==> config.mk <==
export PLATFORM = sky130hd
export DESIGN_NAME = lcdController
export DESIGN_NICKNAME = d
export VERILOG_FILES = /design/src/verilog/lcdPkg.sv /design/src/verilog/lcdCharFifo.sv /design/src/verilog/lcdCommandSequencer.sv /design/src/verilog/lcdController.sv /design/src/verilog/lcdNibbleWriter.sv /design/src/verilog/lcdPowerUpInit.sv
export VERILOG_INCLUDE_DIRS = /design/src /design/src/verilog
export SDC_FILE = /design/constraint.sdc
export NUM_CORES = 1
export LEC_CHECK = 0
export ABC_AREA = 1
export CAP_MARGIN = 25
export CORE_MARGIN = 5
export CORE_UTILIZATION = 60
export DETAILED_ROUTE_END_ITERATION = 8
export DONT_BUFFER_PORTS = 1
export GPL_ROUTABILITY_DRIVEN = 0
export PLACE_DENSITY = 0.8
export SYNTH_ARGS = -nofsm -noshare
export SYNTH_HDL_FRONTEND = slang
export SYNTH_SLANG_ARGS = --single-unit
==> constraint.sdc <==
create_clock -name Clock -period 3.3 [get_ports Clock]
set_input_delay 0.66 -clock Clock [delete_from_list [all_inputs] [get_ports Clock]]
set_output_delay 0.66 -clock Clock [all_outputs]
set_load 0.02 [all_outputs]
==> src/verilog/lcd_consts.svh <==
`ifndef LCD_CONSTS_SVH
`define LCD_CONSTS_SVH

// -------------------------------------------------------------------------
// Bus and buffer sizes
// -------------------------------------------------------------------------
`define LCD_DATA_W      4       // DB7..DB4 only, 4-bit mode
`define LCD_BYTE_W      8
`define LCD_FIFO_DEPTH  16      // One display line

// -------------------------------------------------------------------------
// Waits in Clock cycles, 50 MHz
// -------------------------------------------------------------------------
`define LCD_SETUP_CYC   2       // Data stable before E rises
`define LCD_PULSE_CYC   12      // E high width, 240 ns
`define LCD_HOLD_CYC    2       // Data held after E falls
`define LCD_GAP_CYC     50      // 1 us between nibbles
`define LCD_POST_CYC    2000    // 40 us after each transfer
`define LCD_POWERON_CYC 750000  // 15 ms
`define LCD_INIT1_CYC   205000  // 4.1 ms
`define LCD_INIT2_CYC   5000    // 100 us
`define LCD_CLEAR_CYC   82000   // 1.64 ms on top of the post wait

// Command bytes
`define LCD_CMD_FUNCSET 8'h28   // 4-bit, 2 lines, 5x8 font
`define LCD_CMD_ENTRY   8'h06   // Increment, no shift
`define LCD_CMD_DISPLAY 8'h0C   // Display on, cursor off
`define LCD_CMD_CLEAR   8'h01
`define LCD_ADDR_LINE1  8'h80   // DDRAM 0x00
`define LCD_ADDR_LINE2  8'hC0   // DDRAM 0x40

`endif
==> src/verilog/lcdPkg.sv <==
`include "lcd_consts.svh"

package lcdPkg;

	// -------------------------------------------------------------------------
	// Transfer byte
	// -------------------------------------------------------------------------
	typedef struct packed
	{
		logic [`LCD_DATA_W-1:0] hi;   // Sent first
		logic [`LCD_DATA_W-1:0] lo;
	} lcdNibblesT;

	// Same byte, whole for the command side, split for the pins
	typedef union packed
	{
		logic [`LCD_BYTE_W-1:0] whole;
		lcdNibblesT             nib;
	} lcdByteU;

	// Write request to the nibble writer
	typedef struct packed
	{
		logic    rs;          // 0 command, 1 character data
		logic    nibbleOnly;  // Init nibbles, value.lo only
		lcdByteU value;
	} lcdReqT;

	// Pin levels
	typedef struct packed
	{
		logic                   e;
		logic                   rs;
		logic                   rw;   // Tied low, no reads
		logic [`LCD_DATA_W-1:0] data;
	} lcdBusT;

endpackage

==> src/verilog/lcdCharFifo.sv <==
`timescale 1ns/1ps
`include "lcd_consts.svh"

module lcdCharFifo
(
	input  logic                   Clock,
	input  logic                   rstN,
	input  logic                   push,
	input  logic [`LCD_BYTE_W-1:0] pushData,
	input  logic                   pop,
	output logic [`LCD_BYTE_W-1:0] headData,
	output logic                   empty,
	output logic                   full
);
	localparam int ptrW = $clog2(`LCD_FIFO_DEPTH);

	logic [`LCD_BYTE_W-1:0] mem [`LCD_FIFO_DEPTH];
	logic [ptrW-1:0]        wrPtr;
	logic [ptrW-1:0]        rdPtr;
	logic [ptrW:0]          count;    // One extra bit to tell full from empty
	logic                   doPush;
	logic                   doPop;

	assign doPush   = push && !full;    // Push while full is dropped
	assign doPop    = pop && !empty;
	assign empty    = (count == '0);
	assign full     = (count == (ptrW + 1)'(`LCD_FIFO_DEPTH));
	assign headData = mem[rdPtr];       // Oldest entry, show-ahead

	// Pointers and occupancy
	always_ff @(posedge Clock)
	begin
		if (!rstN)
		begin
			wrPtr <= '0;
			rdPtr <= '0;
			count <= '0;
		end
		else
		begin
			if (doPush)
				wrPtr <= wrPtr + 1'b1;  // Wraps at depth, power of two
			if (doPop)
				rdPtr <= rdPtr + 1'b1;
			if (doPush && !doPop)
				count <= count + 1'b1;
			else if (doPop && !doPush)
				count <= count - 1'b1;
		end
	end

	// Storage
	always_ff @(posedge Clock)
	begin
		if (doPush)
			mem[wrPtr] <= pushData;
	end

endmodule

==> src/verilog/lcdCommandSequencer.sv <==
`timescale 1ns/1ps
`include "lcd_consts.svh"

module lcdCommandSequencer
	import lcdPkg::*;
(
	input  logic                   Clock,
	input  logic                   rstN,
	input  logic                   empty,
	input  logic [`LCD_BYTE_W-1:0] headData,
	input  logic                   wrBusy,
	input  logic                   wrDone,
	output logic                   pop,
	output lcdReqT                 req,
	output logic                   start,
	output logic                   idle
);
	localparam int clrW = $clog2(`LCD_CLEAR_CYC);

	typedef enum logic [2:0]
	{
		sqInit, sqConfig, sqConfigWait, sqClearWait, sqWrite, sqXferWait
	} seqStateT;

	seqStateT               state;
	lcdReqT                 initReq;
	logic                   initStart;
	logic                   initDone;
	lcdReqT                 seqReq;
	logic                   seqStart;
	logic [1:0]             cfgIdx;     // Config command index
	logic [`LCD_BYTE_W-1:0] cfgByte;
	logic [`LCD_BYTE_W-1:0] addrByte;
	logic [clrW-1:0]        clrCnt;
	logic                   clrLast;
	logic [4:0]             cursor;     // 0..15 line one, 16..31 line two
	logic                   needAddr;   // Line address due before next char
	logic                   canSend;

	lcdPowerUpInit powerUp0
	(
		.Clock     (Clock),
		.rstN      (rstN),
		.wrDone    (wrDone),
		.initReq   (initReq),
		.initStart (initStart),
		.initDone  (initDone)
	);

	// Init drives the writer until it is done
	assign req   = initDone ? seqReq : initReq;
	assign start = initDone ? seqStart : initStart;

	always_comb
	begin
		case (cfgIdx)
			2'd0:    cfgByte = `LCD_CMD_FUNCSET;
			2'd1:    cfgByte = `LCD_CMD_ENTRY;
			2'd2:    cfgByte = `LCD_CMD_DISPLAY;
			default: cfgByte = `LCD_CMD_CLEAR;
		endcase
	end

	assign addrByte = cursor[4] ? `LCD_ADDR_LINE2 : `LCD_ADDR_LINE1;
	assign clrLast  = (clrCnt == clrW'(`LCD_CLEAR_CYC - 1));
	assign canSend  = (state == sqWrite) && !empty && !wrBusy;
	assign pop      = canSend && !needAddr;              // Address goes first
	assign idle     = (state == sqWrite) && empty && !wrBusy;

	// -------------------------------------------------------------------------
	// Config, clear, then character writes
	// -------------------------------------------------------------------------
	always_ff @(posedge Clock)
	begin
		if (!rstN)
		begin
			state    <= sqInit;
			cfgIdx   <= 2'd0;
			clrCnt   <= '0;
			cursor   <= '0;
			needAddr <= 1'b0;
			seqStart <= 1'b0;
		end
		else
		begin
			seqStart <= 1'b0;
			case (state)
				sqInit: if (initDone) state <= sqConfig;
				sqConfig:
				begin
					seqStart <= 1'b1;
					state    <= sqConfigWait;
				end
				sqConfigWait:
				begin
					if (wrDone && cfgIdx == 2'd3)
						state <= sqClearWait;            // Clear sent
					else if (wrDone)
					begin
						cfgIdx <= cfgIdx + 1'b1;
						state  <= sqConfig;
					end
				end
				sqClearWait:
				begin
					clrCnt <= clrCnt + 1'b1;
					if (clrLast)
					begin
						seqStart <= 1'b1;                // Line one address
						state    <= sqXferWait;
					end
				end
				sqWrite:
				begin
					if (canSend)
					begin
						seqStart <= 1'b1;
						state    <= sqXferWait;
						if (needAddr)
							needAddr <= 1'b0;
						else
						begin
							cursor   <= cursor + 1'b1;   // Wraps 31 to 0
							needAddr <= (cursor == 5'd15) || (cursor == 5'd31);
						end
					end
				end
				sqXferWait: if (wrDone) state <= sqWrite;
				default:    state <= sqInit;
			endcase
		end
	end

	// Request payload
	always_ff @(posedge Clock)
	begin
		if (state == sqConfig)
			seqReq <= '{rs: 1'b0, nibbleOnly: 1'b0, value: cfgByte};
		else if (state == sqClearWait && clrLast)
			seqReq <= '{rs: 1'b0, nibbleOnly: 1'b0, value: `LCD_ADDR_LINE1};
		else if (canSend)
			seqReq <= '{rs: !needAddr, nibbleOnly: 1'b0, value: needAddr ? addrByte : headData};
	end

endmodule

==> src/verilog/lcdController.sv <==
`timescale 1ns/1ps
`include "lcd_consts.svh"

module lcdController
	import lcdPkg::*;
(
	input  logic                   Clock,
	input  logic                   rstN,
	input  logic                   charValid,   // Push strobe
	input  logic [`LCD_BYTE_W-1:0] charData,
	output logic                   full,
	output logic                   idle,
	output lcdBusT                 lcdBus
);
	// Buffer to sequencer
	logic                   empty;
	logic [`LCD_BYTE_W-1:0] headData;
	logic                   pop;
	// Sequencer to writer
	lcdReqT                 req;
	logic                   start;
	logic                   wrBusy;
	logic                   wrDone;

	lcdCharFifo charFifo0
	(
		.Clock    (Clock),
		.rstN     (rstN),
		.push     (charValid),
		.pushData (charData),
		.pop      (pop),
		.headData (headData),
		.empty    (empty),
		.full     (full)
	);

	lcdCommandSequencer seq0
	(
		.Clock    (Clock),
		.rstN     (rstN),
		.empty    (empty),
		.headData (headData),
		.wrBusy   (wrBusy),
		.wrDone   (wrDone),
		.pop      (pop),
		.req      (req),
		.start    (start),
		.idle     (idle)
	);

	lcdNibbleWriter writer0
	(
		.Clock  (Clock),
		.rstN   (rstN),
		.start  (start),
		.req    (req),
		.busy   (wrBusy),
		.done   (wrDone),
		.lcdBus (lcdBus)
	);

endmodule

==> src/verilog/lcdNibbleWriter.sv <==
`timescale 1ns/1ps
`include "lcd_consts.svh"

module lcdNibbleWriter
	import lcdPkg::*;
(
	input  logic   Clock,
	input  logic   rstN,
	input  logic   start,
	input  lcdReqT req,
	output logic   busy,
	output logic   done,
	output lcdBusT lcdBus
);
	localparam int cntW = $clog2(`LCD_POST_CYC);   // Longest wait here

	typedef enum logic [2:0] {stIdle, stSetup, stPulse, stHold, stGap, stPost} wrStateT;

	wrStateT                state;
	lcdReqT                 cur;        // Request taken on start
	logic                   lowPhase;   // Second nibble of a byte
	logic [cntW-1:0]        cnt;
	logic [cntW-1:0]        waitLen;
	logic                   lastCycle;
	logic                   lastNibble;
	logic [`LCD_DATA_W-1:0] nibble;
	lcdBusT                 busNext;

	// Length of the current phase
	always_comb
	begin
		case (state)
			stPulse: waitLen = cntW'(`LCD_PULSE_CYC);
			stHold:  waitLen = cntW'(`LCD_HOLD_CYC);
			stGap:   waitLen = cntW'(`LCD_GAP_CYC);
			stPost:  waitLen = cntW'(`LCD_POST_CYC);
			default: waitLen = cntW'(`LCD_SETUP_CYC);
		endcase
	end

	assign lastCycle  = (cnt == waitLen - 1'b1);
	assign lastNibble = lowPhase || cur.nibbleOnly;
	assign nibble     = lastNibble ? cur.value.nib.lo : cur.value.nib.hi;
	assign busy       = (state != stIdle);   // Rises the cycle after start

	// -------------------------------------------------------------------------
	// Phase sequencing
	// -------------------------------------------------------------------------
	always_ff @(posedge Clock)
	begin
		if (!rstN)
		begin
			state    <= stIdle;
			cnt      <= '0;
			lowPhase <= 1'b0;
			done     <= 1'b0;
		end
		else
		begin
			done <= 1'b0;
			if (state == stIdle || lastCycle)
				cnt <= '0;                    // Restart per phase
			else
				cnt <= cnt + 1'b1;

			case (state)
				stIdle:
				begin
					if (start)
					begin
						state    <= stSetup;
						lowPhase <= 1'b0;
					end
				end
				stSetup: if (lastCycle) state <= stPulse;
				stPulse: if (lastCycle) state <= stHold;
				stHold:  if (lastCycle) state <= lastNibble ? stPost : stGap;
				stGap:
				begin
					if (lastCycle)
					begin
						state    <= stSetup;      // Low nibble next
						lowPhase <= 1'b1;
					end
				end
				stPost:
				begin
					if (lastCycle)
					begin
						state <= stIdle;          // busy falls with done
						done  <= 1'b1;
					end
				end
				default: state <= stIdle;
			endcase
		end
	end

	// Capture request
	always_ff @(posedge Clock)
	begin
		if (state == stIdle && start)
			cur <= req;
	end

	// Pin decode, registered so E is glitch free
	always_comb
	begin
		busNext = '0;                         // RW low always
		if (state == stSetup || state == stPulse || state == stHold)
		begin
			busNext.rs   = cur.rs;
			busNext.data = nibble;
			busNext.e    = (state == stPulse);
		end
	end

	always_ff @(posedge Clock)
	begin
		if (!rstN)
			lcdBus <= '0;
		else
			lcdBus <= busNext;
	end

endmodule

==> src/verilog/lcdPowerUpInit.sv <==
`timescale 1ns/1ps
`include "lcd_consts.svh"

module lcdPowerUpInit
	import lcdPkg::*;
(
	input  logic   Clock,
	input  logic   rstN,
	input  logic   wrDone,
	output lcdReqT initReq,
	output logic   initStart,
	output logic   initDone
);
	localparam int cntW = $clog2(`LCD_POWERON_CYC);  // 15 ms is the longest

	typedef enum logic [2:0] {ipPowerOn, ipStart, ipBusy, ipDelay, ipDone} initStateT;

	initStateT       state;
	logic [1:0]      step;       // Wake-up nibble 0..3
	logic [cntW-1:0] cnt;
	logic [cntW-1:0] waitLen;
	logic            lastCycle;

	// Wait after each step
	always_comb
	begin
		if (state == ipPowerOn)
			waitLen = cntW'(`LCD_POWERON_CYC);
		else if (step == 2'd0)
			waitLen = cntW'(`LCD_INIT1_CYC);
		else if (step == 2'd1)
			waitLen = cntW'(`LCD_INIT2_CYC);
		else
			waitLen = cntW'(1);    // Writer post wait covers the third nibble
	end

	assign lastCycle = (cnt == waitLen - 1'b1);

	// -------------------------------------------------------------------------
	// Wake-up sequence 3, 3, 3, 2
	// -------------------------------------------------------------------------
	always_ff @(posedge Clock)
	begin
		if (!rstN)
		begin
			state <= ipPowerOn;
			step  <= 2'd0;
			cnt   <= '0;
		end
		else
		begin
			if ((state == ipPowerOn || state == ipDelay) && !lastCycle)
				cnt <= cnt + 1'b1;
			else
				cnt <= '0;

			case (state)
				ipPowerOn: if (lastCycle) state <= ipStart;
				ipStart:   state <= ipBusy;          // One-cycle start
				ipBusy:
				begin
					if (wrDone)
						state <= (step == 2'd3) ? ipDone : ipDelay;
				end
				ipDelay:
				begin
					if (lastCycle)
					begin
						step  <= step + 1'b1;
						state <= ipStart;
					end
				end
				default: state <= ipDone;            // Stays here
			endcase
		end
	end

	assign initStart = (state == ipStart);
	assign initDone  = (state == ipDone);

	// Command nibbles, rs low
	always_comb
	begin
		initReq              = '0;
		initReq.nibbleOnly   = 1'b1;
		initReq.value.nib.lo = (step == 2'd3) ? 4'h2 : 4'h3;  // Last one selects 4-bit
	end

endmodule

; After elaboration in Yosys (flattened, before gate mapping)
; Memories as Yosys holds them, arrays and structs flattened. A register that Yosys moved wholly into a read port is not among the register bits.
; Cells that the tools add are included.
; W data, S select, Z words.
[totals]
register_bits = 108
ram_bits = 128
in_bits = 11
out_inout_bits = 9
word_cells = 176
mem_count = 1
[classes]
add_sub_neg = 12
n_eq_ne = 38
muxes = 47
bitwise_logic = 3
n_reduce_logical = 50
[mem_list]
columns = name, words, width, rd, rd_clocked_by_memory_dff, write_ports, line_no
row1 = charFifo0.mem, 16, 8, 1, 1, 1, lcdCharFifo.sv:17  ; logic [`LCD_BYTE_W-1:0] mem [`LCD_FIFO_DEPTH];
[op_table]
columns = cell, count
row1 = $mux W3, 15
row2 = $pmux W3 S6, 2
row3 = $pmux W11 S3, 1
row4 = $mux W8, 4
row5 = $ne A2 B1 Y1 const B, 12
row6 = $add A20 B1 Y20 const B, 1
row7 = $eq A20 B20 Y1, 1
row8 = $mux W20, 1
row9 = $sub A20 B1 Y20 const B, 1
row10 = $eq A3 B2 Y1 const B, 6
row11 = $mux W18, 1
row12 = $pmux W6 S3, 1
row13 = $add A17 B1 Y17 const B, 1
row14 = $eq A17 B17 Y1 const B, 1
row15 = $mux W4, 4
row16 = $eq A3 B3 Y1 const B, 5
row17 = $logic_and A1 B1 Y1, 13
row18 = $mux W13, 1
row19 = $reduce_and A2 Y1, 6
row20 = $add A11 B1 Y11 const B, 1
row21 = $eq A11 B11 Y1, 1
row22 = $mux W1, 11
row23 = $sub A11 B1 Y11 const B, 1
row24 = $add A5 B1 Y5 const B, 2
row25 = other kinds (26), 57

; Longest topological paths before layout
; Gate-level depths: netlist (run 1).
[logic_depth]
word_depth = 9
mapped_depth = 18
depth_no_buf = 18

; Cells and area by module
; A second synthesis (run 1) with hierarchy kept.
[hier_totals]
hier_cells = 1334
area_unflattened_um2 = 11674.9
[modules_own_cells]
columns = module, n_inst, cells_each, area_per_inst_um2, seq_area_each_um2
row1 = lcdCharFifo, 1, 658, 6465.0, 4184.0
row2 = lcdCommandSequencer, 1, 278, 2084.5, 840.8
row3 = lcdPowerUpInit, 1, 224, 1582.8, 500.5
row4 = lcdNibbleWriter, 1, 174, 1542.7, 740.7

; Worst setup path after synthesis (run 1)
; OpenSTA, ideal clock, no wires.
[synth_path]
kind = register to register
start = reg writer0.state[0]
end = reg charFifo0.count[4]
setup_ns = 0.119
t_arrival_ns = 2.527
required_time_ns = 3.181
path_slack_ns = 0.653
stages_incl_launch_ff = 17
path_buffers = 1
path_cell_list = dfxtp_1 nor2_4 inv_2 nor2_4 nand4_2 or2_4 buf_6 ha_1 inv_1 ha_1 a21o_1 a21oi_1 nor2_1 nor2_1 nand2_1 o21ai_0 a21oi_1
[synth_between]
elab_chain_cells = 8
elab_cells_between_ends = 10
cone_classes = mux (1) / reduce/logical (9)
[synth_lines]
columns = item, line_no
row1 = "start, declared", lcdNibbleWriter.sv:19  ; wrStateT state;
row2 = "start signal, assigned", lcdNibbleWriter.sv:53  ; state <= stIdle;
row3 = "start signal, assigned", lcdNibbleWriter.sv:71  ; state <= stSetup;
row4 = "start signal, assigned", lcdNibbleWriter.sv:75  ; stSetup: if (lastCycle) state <= stPulse;
row5 = $reduce_bool A3 Y1 *, lcdNibbleWriter.sv:44  ; assign busy = (state != stIdle);
row6 = $logic_not A1 Y1 *, lcdCommandSequencer.sv:66  ; assign canSend = (state == sqWrite) && !empty && !wrBusy;
row7 = $logic_and A1 B1 Y1 *, lcdCommandSequencer.sv:66
row8 = $logic_and A1 B1 Y1 *, lcdCommandSequencer.sv:67  ; assign pop = canSend && !needAddr;
row9 = $logic_and A1 B1 Y1 *, lcdCharFifo.sv:25  ; assign doPop = pop && !empty;
row10 = $logic_not A1 Y1, lcdCharFifo.sv:45  ; if (doPush && !doPop)
row11 = $logic_and A1 B1 Y1, lcdCharFifo.sv:45
row12 = $mux W5 / $reduce_bool A2 Y1 (equally long branches), n/a
row13 = "end signal, assigned", lcdCharFifo.sv:46  ; count <= count + 1'b1;
row14 = "end signal, assigned", lcdCharFifo.sv:48  ; count <= count - 1'b1;
row15 = "end, declared", lcdCharFifo.sv:20  ; logic [ptrW:0] count;
; Every way passes the cells marked *; elsewhere a longest branch is shown, timed or not.
; A chain may end at the register's enable or synchronous reset.

; Worst setup path after layout (run 1)
; Same ends and word-level chain as after synthesis.

==> results.cfg, run 1 <==
[yosys]
yosysUniqueCellTypes = 48
synth_area_leader_cell = edfxtp_1
synth_area_um2 = 10700
synthArstFlopShare_pct = 0
avgSynthCellArea_um2 = 9.61
synth_seq_cells = 240
ys_seq_area_share_pct = 58.8
yosysTopAreaCellShare_pct = 41.2
syn-num-nets = 1145
yosys-top-cells-area = edfxtp_1 41%, dfxtp_1 18%, nor2_1 6.7%
synth-warning-count = 0
synthCells = 1108
ys.flop_type = edfxtp_1
synth-edff-count = 146

[finish]
final_common_cell = nor2_1
diodes = 0
final_layout_size_suffix_gt1_share_pct = 7.75
area_growth_pct = 10.3
nFillCells = 1313
layout.nets = 1141
multiInputGateArea_um2 = 3800
most-common-layout-cells = 189 x nor2_1, 153 x nand2_1, 146 x edfxtp_1
regArea_um2 = 6270

[floorplanning]
start_util_pct = 61.4
dieArea_um2 = 20500
ios = 20
die_h_um = 143
die_x_um = 143
core_um2 = 17400
placement_rows = 48

[clocking]
cts_setup_buffers = 0
cts_buffers = 25
cts_sinks = 240
cts_buffer_depth = 3
hold_buffers = 0
clock_latency_ns = 0.53
cts.clk_slew.worst_paths_ns = 0.06
root_buffer = clkbuf_16
cts_tree = yes
cts.htree.levels = 1
cts_resized = 0

[detailed_routing]
detail_route.wl_per_cell_um = 15.5
vias = 7505
finalWirelength_mm = 20.9
initialDrtViolationCount = 613
dr.pass1.iters = 5
routed_via_density = 5.57
drcViolationCount = 0
ant_nets = 0

[critical_path]
r2r_setup_slack_ns = 0.43
worstReg2RegEnd = charFifo0.count[4]
r2r_cells = 15
cp.required_ns = 3.72
startpoint = writer0.state[0]
setup.worst_path.start_class = flip-flop
critPathMaxFanout = 12
crit_type = flip-flop to flip-flop
cp.arrival_ns = 3.29
cp-end-kind = flip-flop
critPathCapture = charFifo0.count[4]
timing.rr.start = writer0.state[0]

[power_and_ir_drop]
peakVddDrop_uv = 569
p_per_area_nw_per_um2 = 715
p_leak_nw = 4.27

[grt]
grt_overflow = 0
grt_max_degree = 65
antenna_found_initial = 0
grt.total_usage_pct = 20.8
grt_pass1_vias = 7278
grt_pass1_wl_mm = 34.7

[run_status]
outcome = finished, final reports clean

[timing]
fin_setup_tns_ns = 0
fin_worst_hold_slack_ns = 0.222
fmax_mhz = 348
worst_pin_slew_ns = 0.962
finalSetupViolations = 0
rsz0062_at_grt = no
slew_viol_final = 0
min_period_ns = 2.87
skew_ns = 0.0157
finalHoldViolCount = 0
fin_crit_sh_pct = 87.1
maxSlewHeadroom_pct = 35.6

[placement]
numPortBuffers = 0
hpwl_mm = 13.6

[min_path]
hold_class = input pin to flip-flop

[flow_run]
drv_cap = 0
-- metrics by stage --
step	cell area [um2]	util (%)	std cells	setup slack [ns]	total power, mW
3_3_place_gp	10800	62.3	1302	0.529	5.26
2_1_floorplan	10700	-	1108	0.653	4.97
5_1_grt	11700	67.7	1348	0.250	8.87
6_report	11700	67.7	1348	0.425	8.40
4_1_cts	11700	67.7	1348	0.460	8.46
3_5_place_dp	10800	62.3	1302	0.477	5.31
-- sequential cells by signal (all words and copies together), names as in the netlist, named ones only --
name,cells
seq0.needAddr,1
seq0.seqStart,1
seq0.cursor,5
writer0.state,3
seq0.state,3
writer0.done,1
charFifo0.mem,128
writer0.cur,10
writer0.lcdBus,6
seq0.cfgIdx,2
seq0.powerUp0.cnt,20
seq0.powerUp0.step,2
writer0.lowPhase,1
seq0.clrCnt,17
seq0.powerUp0.state,3
charFifo0.wrPtr,4
charFifo0.rdPtr,4
writer0.cnt,11
seq0.seqReq,9
charFifo0.count,5
-- worst min path at each step --
stage / depth (start not counted) / to / startpoint
finish: 0 / charFifo0.mem[14][3] / charData[3]
global route: 0 / charFifo0.mem[10][5] / charData[5]
CTS: 0 / charFifo0.mem[14][3] / charData[3]
detailed placement: 1 / seq0.powerUp0.cnt[0] / seq0.powerUp0.cnt[0]
global placement: 1 / seq0.powerUp0.cnt[0] / seq0.powerUp0.cnt[0]
floorplan: 1 / seq0.powerUp0.cnt[0] / seq0.powerUp0.cnt[0]
-- layer usage --
layer / GRT usage [%] / vias up / routed length, um / part of all wire [%]
met5: 0 / - / 0 / 0
met4: 6.00 / 0 / 476 / 2.3
met3: 3.82 / 34 / 1250 / 6.0
met2: 35.2 / 184 / 10200 / 49
met1: 27.5 / 3518 / 9020 / 43
li1: - / 3769 / - / -
-- final cells by class --
type,instances,share of cell area [%]
clock inverters,17,2.41
clock buffers,29,5.54
well taps,225,2.40
inverters,109,3.48
flip-flops and latches,240,53.4
multi-input cells,721,32.4
repair buffers,7,0.447
-- critical path: stages, from the launching register on --
cell     delay [ns]
dfxtp_1        0.40
nor2_4         0.21
inv_2          0.06
nor2_4         0.13
nand4_2        0.16
or2_4          0.33
ha_1           0.25
inv_1          0.14
ha_1           0.30
a21o_1         0.20
a21oi_1        0.17
nor2_1         0.06
nor2_1         0.08
nand2_1        0.07
o21ai_0        0.16
a21oi_1        0.05
-- where the power goes --
group          leakage, nW  switching, mW  internal [mW]
clock network        0.453           1.16           1.97
registers             2.08          0.178           3.46
logic                 1.74           1.10          0.530
total                 4.27           2.44           5.96
-- cells in the mapped netlist, types with 6 or more instances --
master    count
a21oi_1      54
buf_2         9
clkbuf_1     21
dfxtp_1      94
edfxtp_1    146
ha_1         25
inv_1       101
inv_2         6
mux2i_1      13
nand2_1     153
nand2_2       6
nand3_1      47
nand4_1      18
nor2_1      189
nor2_4        7
nor3_1       22
o211ai_1      7
o21ai_0      92
o221ai_1      8
o22ai_1       9
o32ai_1       8
or2_2         6
xnor2_1       7
xor2_1       14
-- kinds of logic (layout without fill, tap and decap cells) --
group,count (synthesis),count (layout),share of synthesized area [%]
buffers and inverters,147,162,5.46
XOR/XNOR,21,21,1.73
AO/OA/AOI/OAI,194,194,10.3
multiplexers,13,13,1.22
other,1,1,0.0352
adder cells (fa/ha/maj),26,26,3.13
flip-flops,240,240,58.8
AND/OR/NAND/NOR,466,466,19.3
No activity file was read; power rests on OpenSTA's default activity.
==> run 2, diff against run 1 <==
Settings changed: CORE_MARGIN 5 to 2.
Clock period 3.3 ns to 3.1 ns, I/O delays scaled along.
==> run 2 against run 1 <==
Net effect: total power increased by 3.6%; setup slack got worse by 0.11 ns; clock skew about the same; non-clock buffer count increased by 8; register-to-register slack got worse by 0.11 ns.
==> results.cfg, run 2 (synthesis gave the netlist of run 1 again) <==
[timing]
rsz0062_at_grt = no
fin_worst_hold_slack_ns = 0.176
maxSlewHeadroom_pct = 39.9
worst_pin_slew_ns = 0.899
min_period_ns = 2.78
finalSetupViolations = 0
fin_setup_tns_ns = 0
slew_viol_final = 0
skew_ns = 0.0156
finalHoldViolCount = 0
fmax_mhz = 360
fin_crit_sh_pct = 89.7

[detailed_routing]
detail_route.wl_per_cell_um = 15.5
finalWirelength_mm = 21.1
vias = 7659
routed_via_density = 5.65
drcViolationCount = 0
ant_nets = 0
initialDrtViolationCount = 647
dr.pass1.iters = 5

[critical_path]
crit_type = flip-flop to flip-flop
cp-end-kind = flip-flop
setup.worst_path.start_class = flip-flop
cp.arrival_ns = 3.20
critPathMaxFanout = 12
cp.required_ns = 3.52

[clocking]
cts_sinks = 240
cts.htree.levels = 1
root_buffer = clkbuf_16
cts.clk_slew.worst_paths_ns = 0.06
clock_latency_ns = 0.54
hold_buffers = 0
cts_tree = yes
cts_setup_buffers = 0
cts_buffers = 25
cts_buffer_depth = 3
cts_resized = 0

[floorplanning]
ios = 20
die_h_um = 137
die_x_um = 137
start_util_pct = 61.6
placement_rows = 48
core_um2 = 17300
dieArea_um2 = 18800

[placement]
hpwl_mm = 13.6
numPortBuffers = 0
dpl_cell_area_um2 = 10900

[finish]
regArea_um2 = 6270
layout.nets = 1149
final_common_cell = nor2_1
diodes = 0
multiInputGateArea_um2 = 3800
design_area_um2 = 11700
final_layout_size_suffix_gt1_share_pct = 7.87
largest_reg_flops = 128
area_growth_pct = 10.1
nFillCells = 1287
regMostFlops = charFifo0.mem
reg_top3 = charFifo0.mem x128, seq0.powerUp0.cnt x20, seq0.clrCnt x17
most-common-layout-cells = 189 x nor2_1, 153 x nand2_1, 146 x edfxtp_1

[power_and_ir_drop]
peakVddDrop_uv = 660
p_leak_nw = 4.27
p_per_area_nw_per_um2 = 743

[min_path]
hold_class = input pin to flip-flop

[grt]
grt_pass1_wl_mm = 34.3
grt_overflow = 0
grt_max_degree = 46
antenna_found_initial = 0
grt_pass1_vias = 7222
grt.total_usage_pct = 23.1

[flow_run]
drv_cap = 0

[run_status]
outcome = finished, final reports clean
## run 2: final timing paths
| kind | from | end | slack [ns] | depth (start not counted) |
|---|---|---|---|---|
| setup / recovery | writer0.state[2] | charFifo0.count[4] | 0.32 | 13 |
| setup reg to reg | writer0.state[2] | charFifo0.count[4] | 0.32 | 13 |
| hold / removal | charData[5] | charFifo0.mem[9][5] | 0.18 | 0 |
| hold reg to reg | writer0.cur[9] | writer0.lcdBus[5] | 0.46 | 2 |
## run 2: metal layers
layer	GRT usage (%)	routed length, um
met2	38.5	10100
met5	0	0
met3	3.79	1250
met1	30.5	9080
met4	8.71	653
## run 2: critical path: stages, from the launching register on
cell and delay, ns:
dfxtp_1 0.47, nor2_4 0.24, nand4_2 0.15, or2_4 0.32, ha_1 0.25, inv_1 0.14, ha_1 0.30, a21o_1 0.21
a21oi_1 0.19, nor2_1 0.06, nor2_1 0.08, nand2_1 0.07, o21ai_0 0.14, a21oi_1 0.05
## run 2: power by group
part | internal (mW) | switching (mW)
clock | 1.85 | 1.22
sequential | 3.68 | 0.208
combinational | 0.580 | 1.17
## run 2: cell type report
| cell class | instances | area share (%) |
|---|---|---|
| multi-input cells | 721 | 32.4 |
| inverters | 109 | 3.49 |
| clock buffers | 29 | 5.55 |
| flip-flops and latches | 240 | 53.5 |
| repair buffers | 15 | 0.960 |
| well taps | 225 | 2.40 |
| clock inverters | 17 | 1.72 |
## run 2: through the flow
stage | worst slack (ns) | cells | total power, mW | utilization [%]
after global routing | 0.0606 | 1356 | 9.12 | 67.8
final | 0.319 | 1356 | 8.71 | 67.8
after CTS | 0.250 | 1355 | 8.73 | 67.8
after detailed placement | 0.243 | 1309 | 5.66 | 62.8
after global placement | 0.337 | 1309 | 5.59 | 62.8
after floorplan | 0.453 | 1108 | 5.29 | -
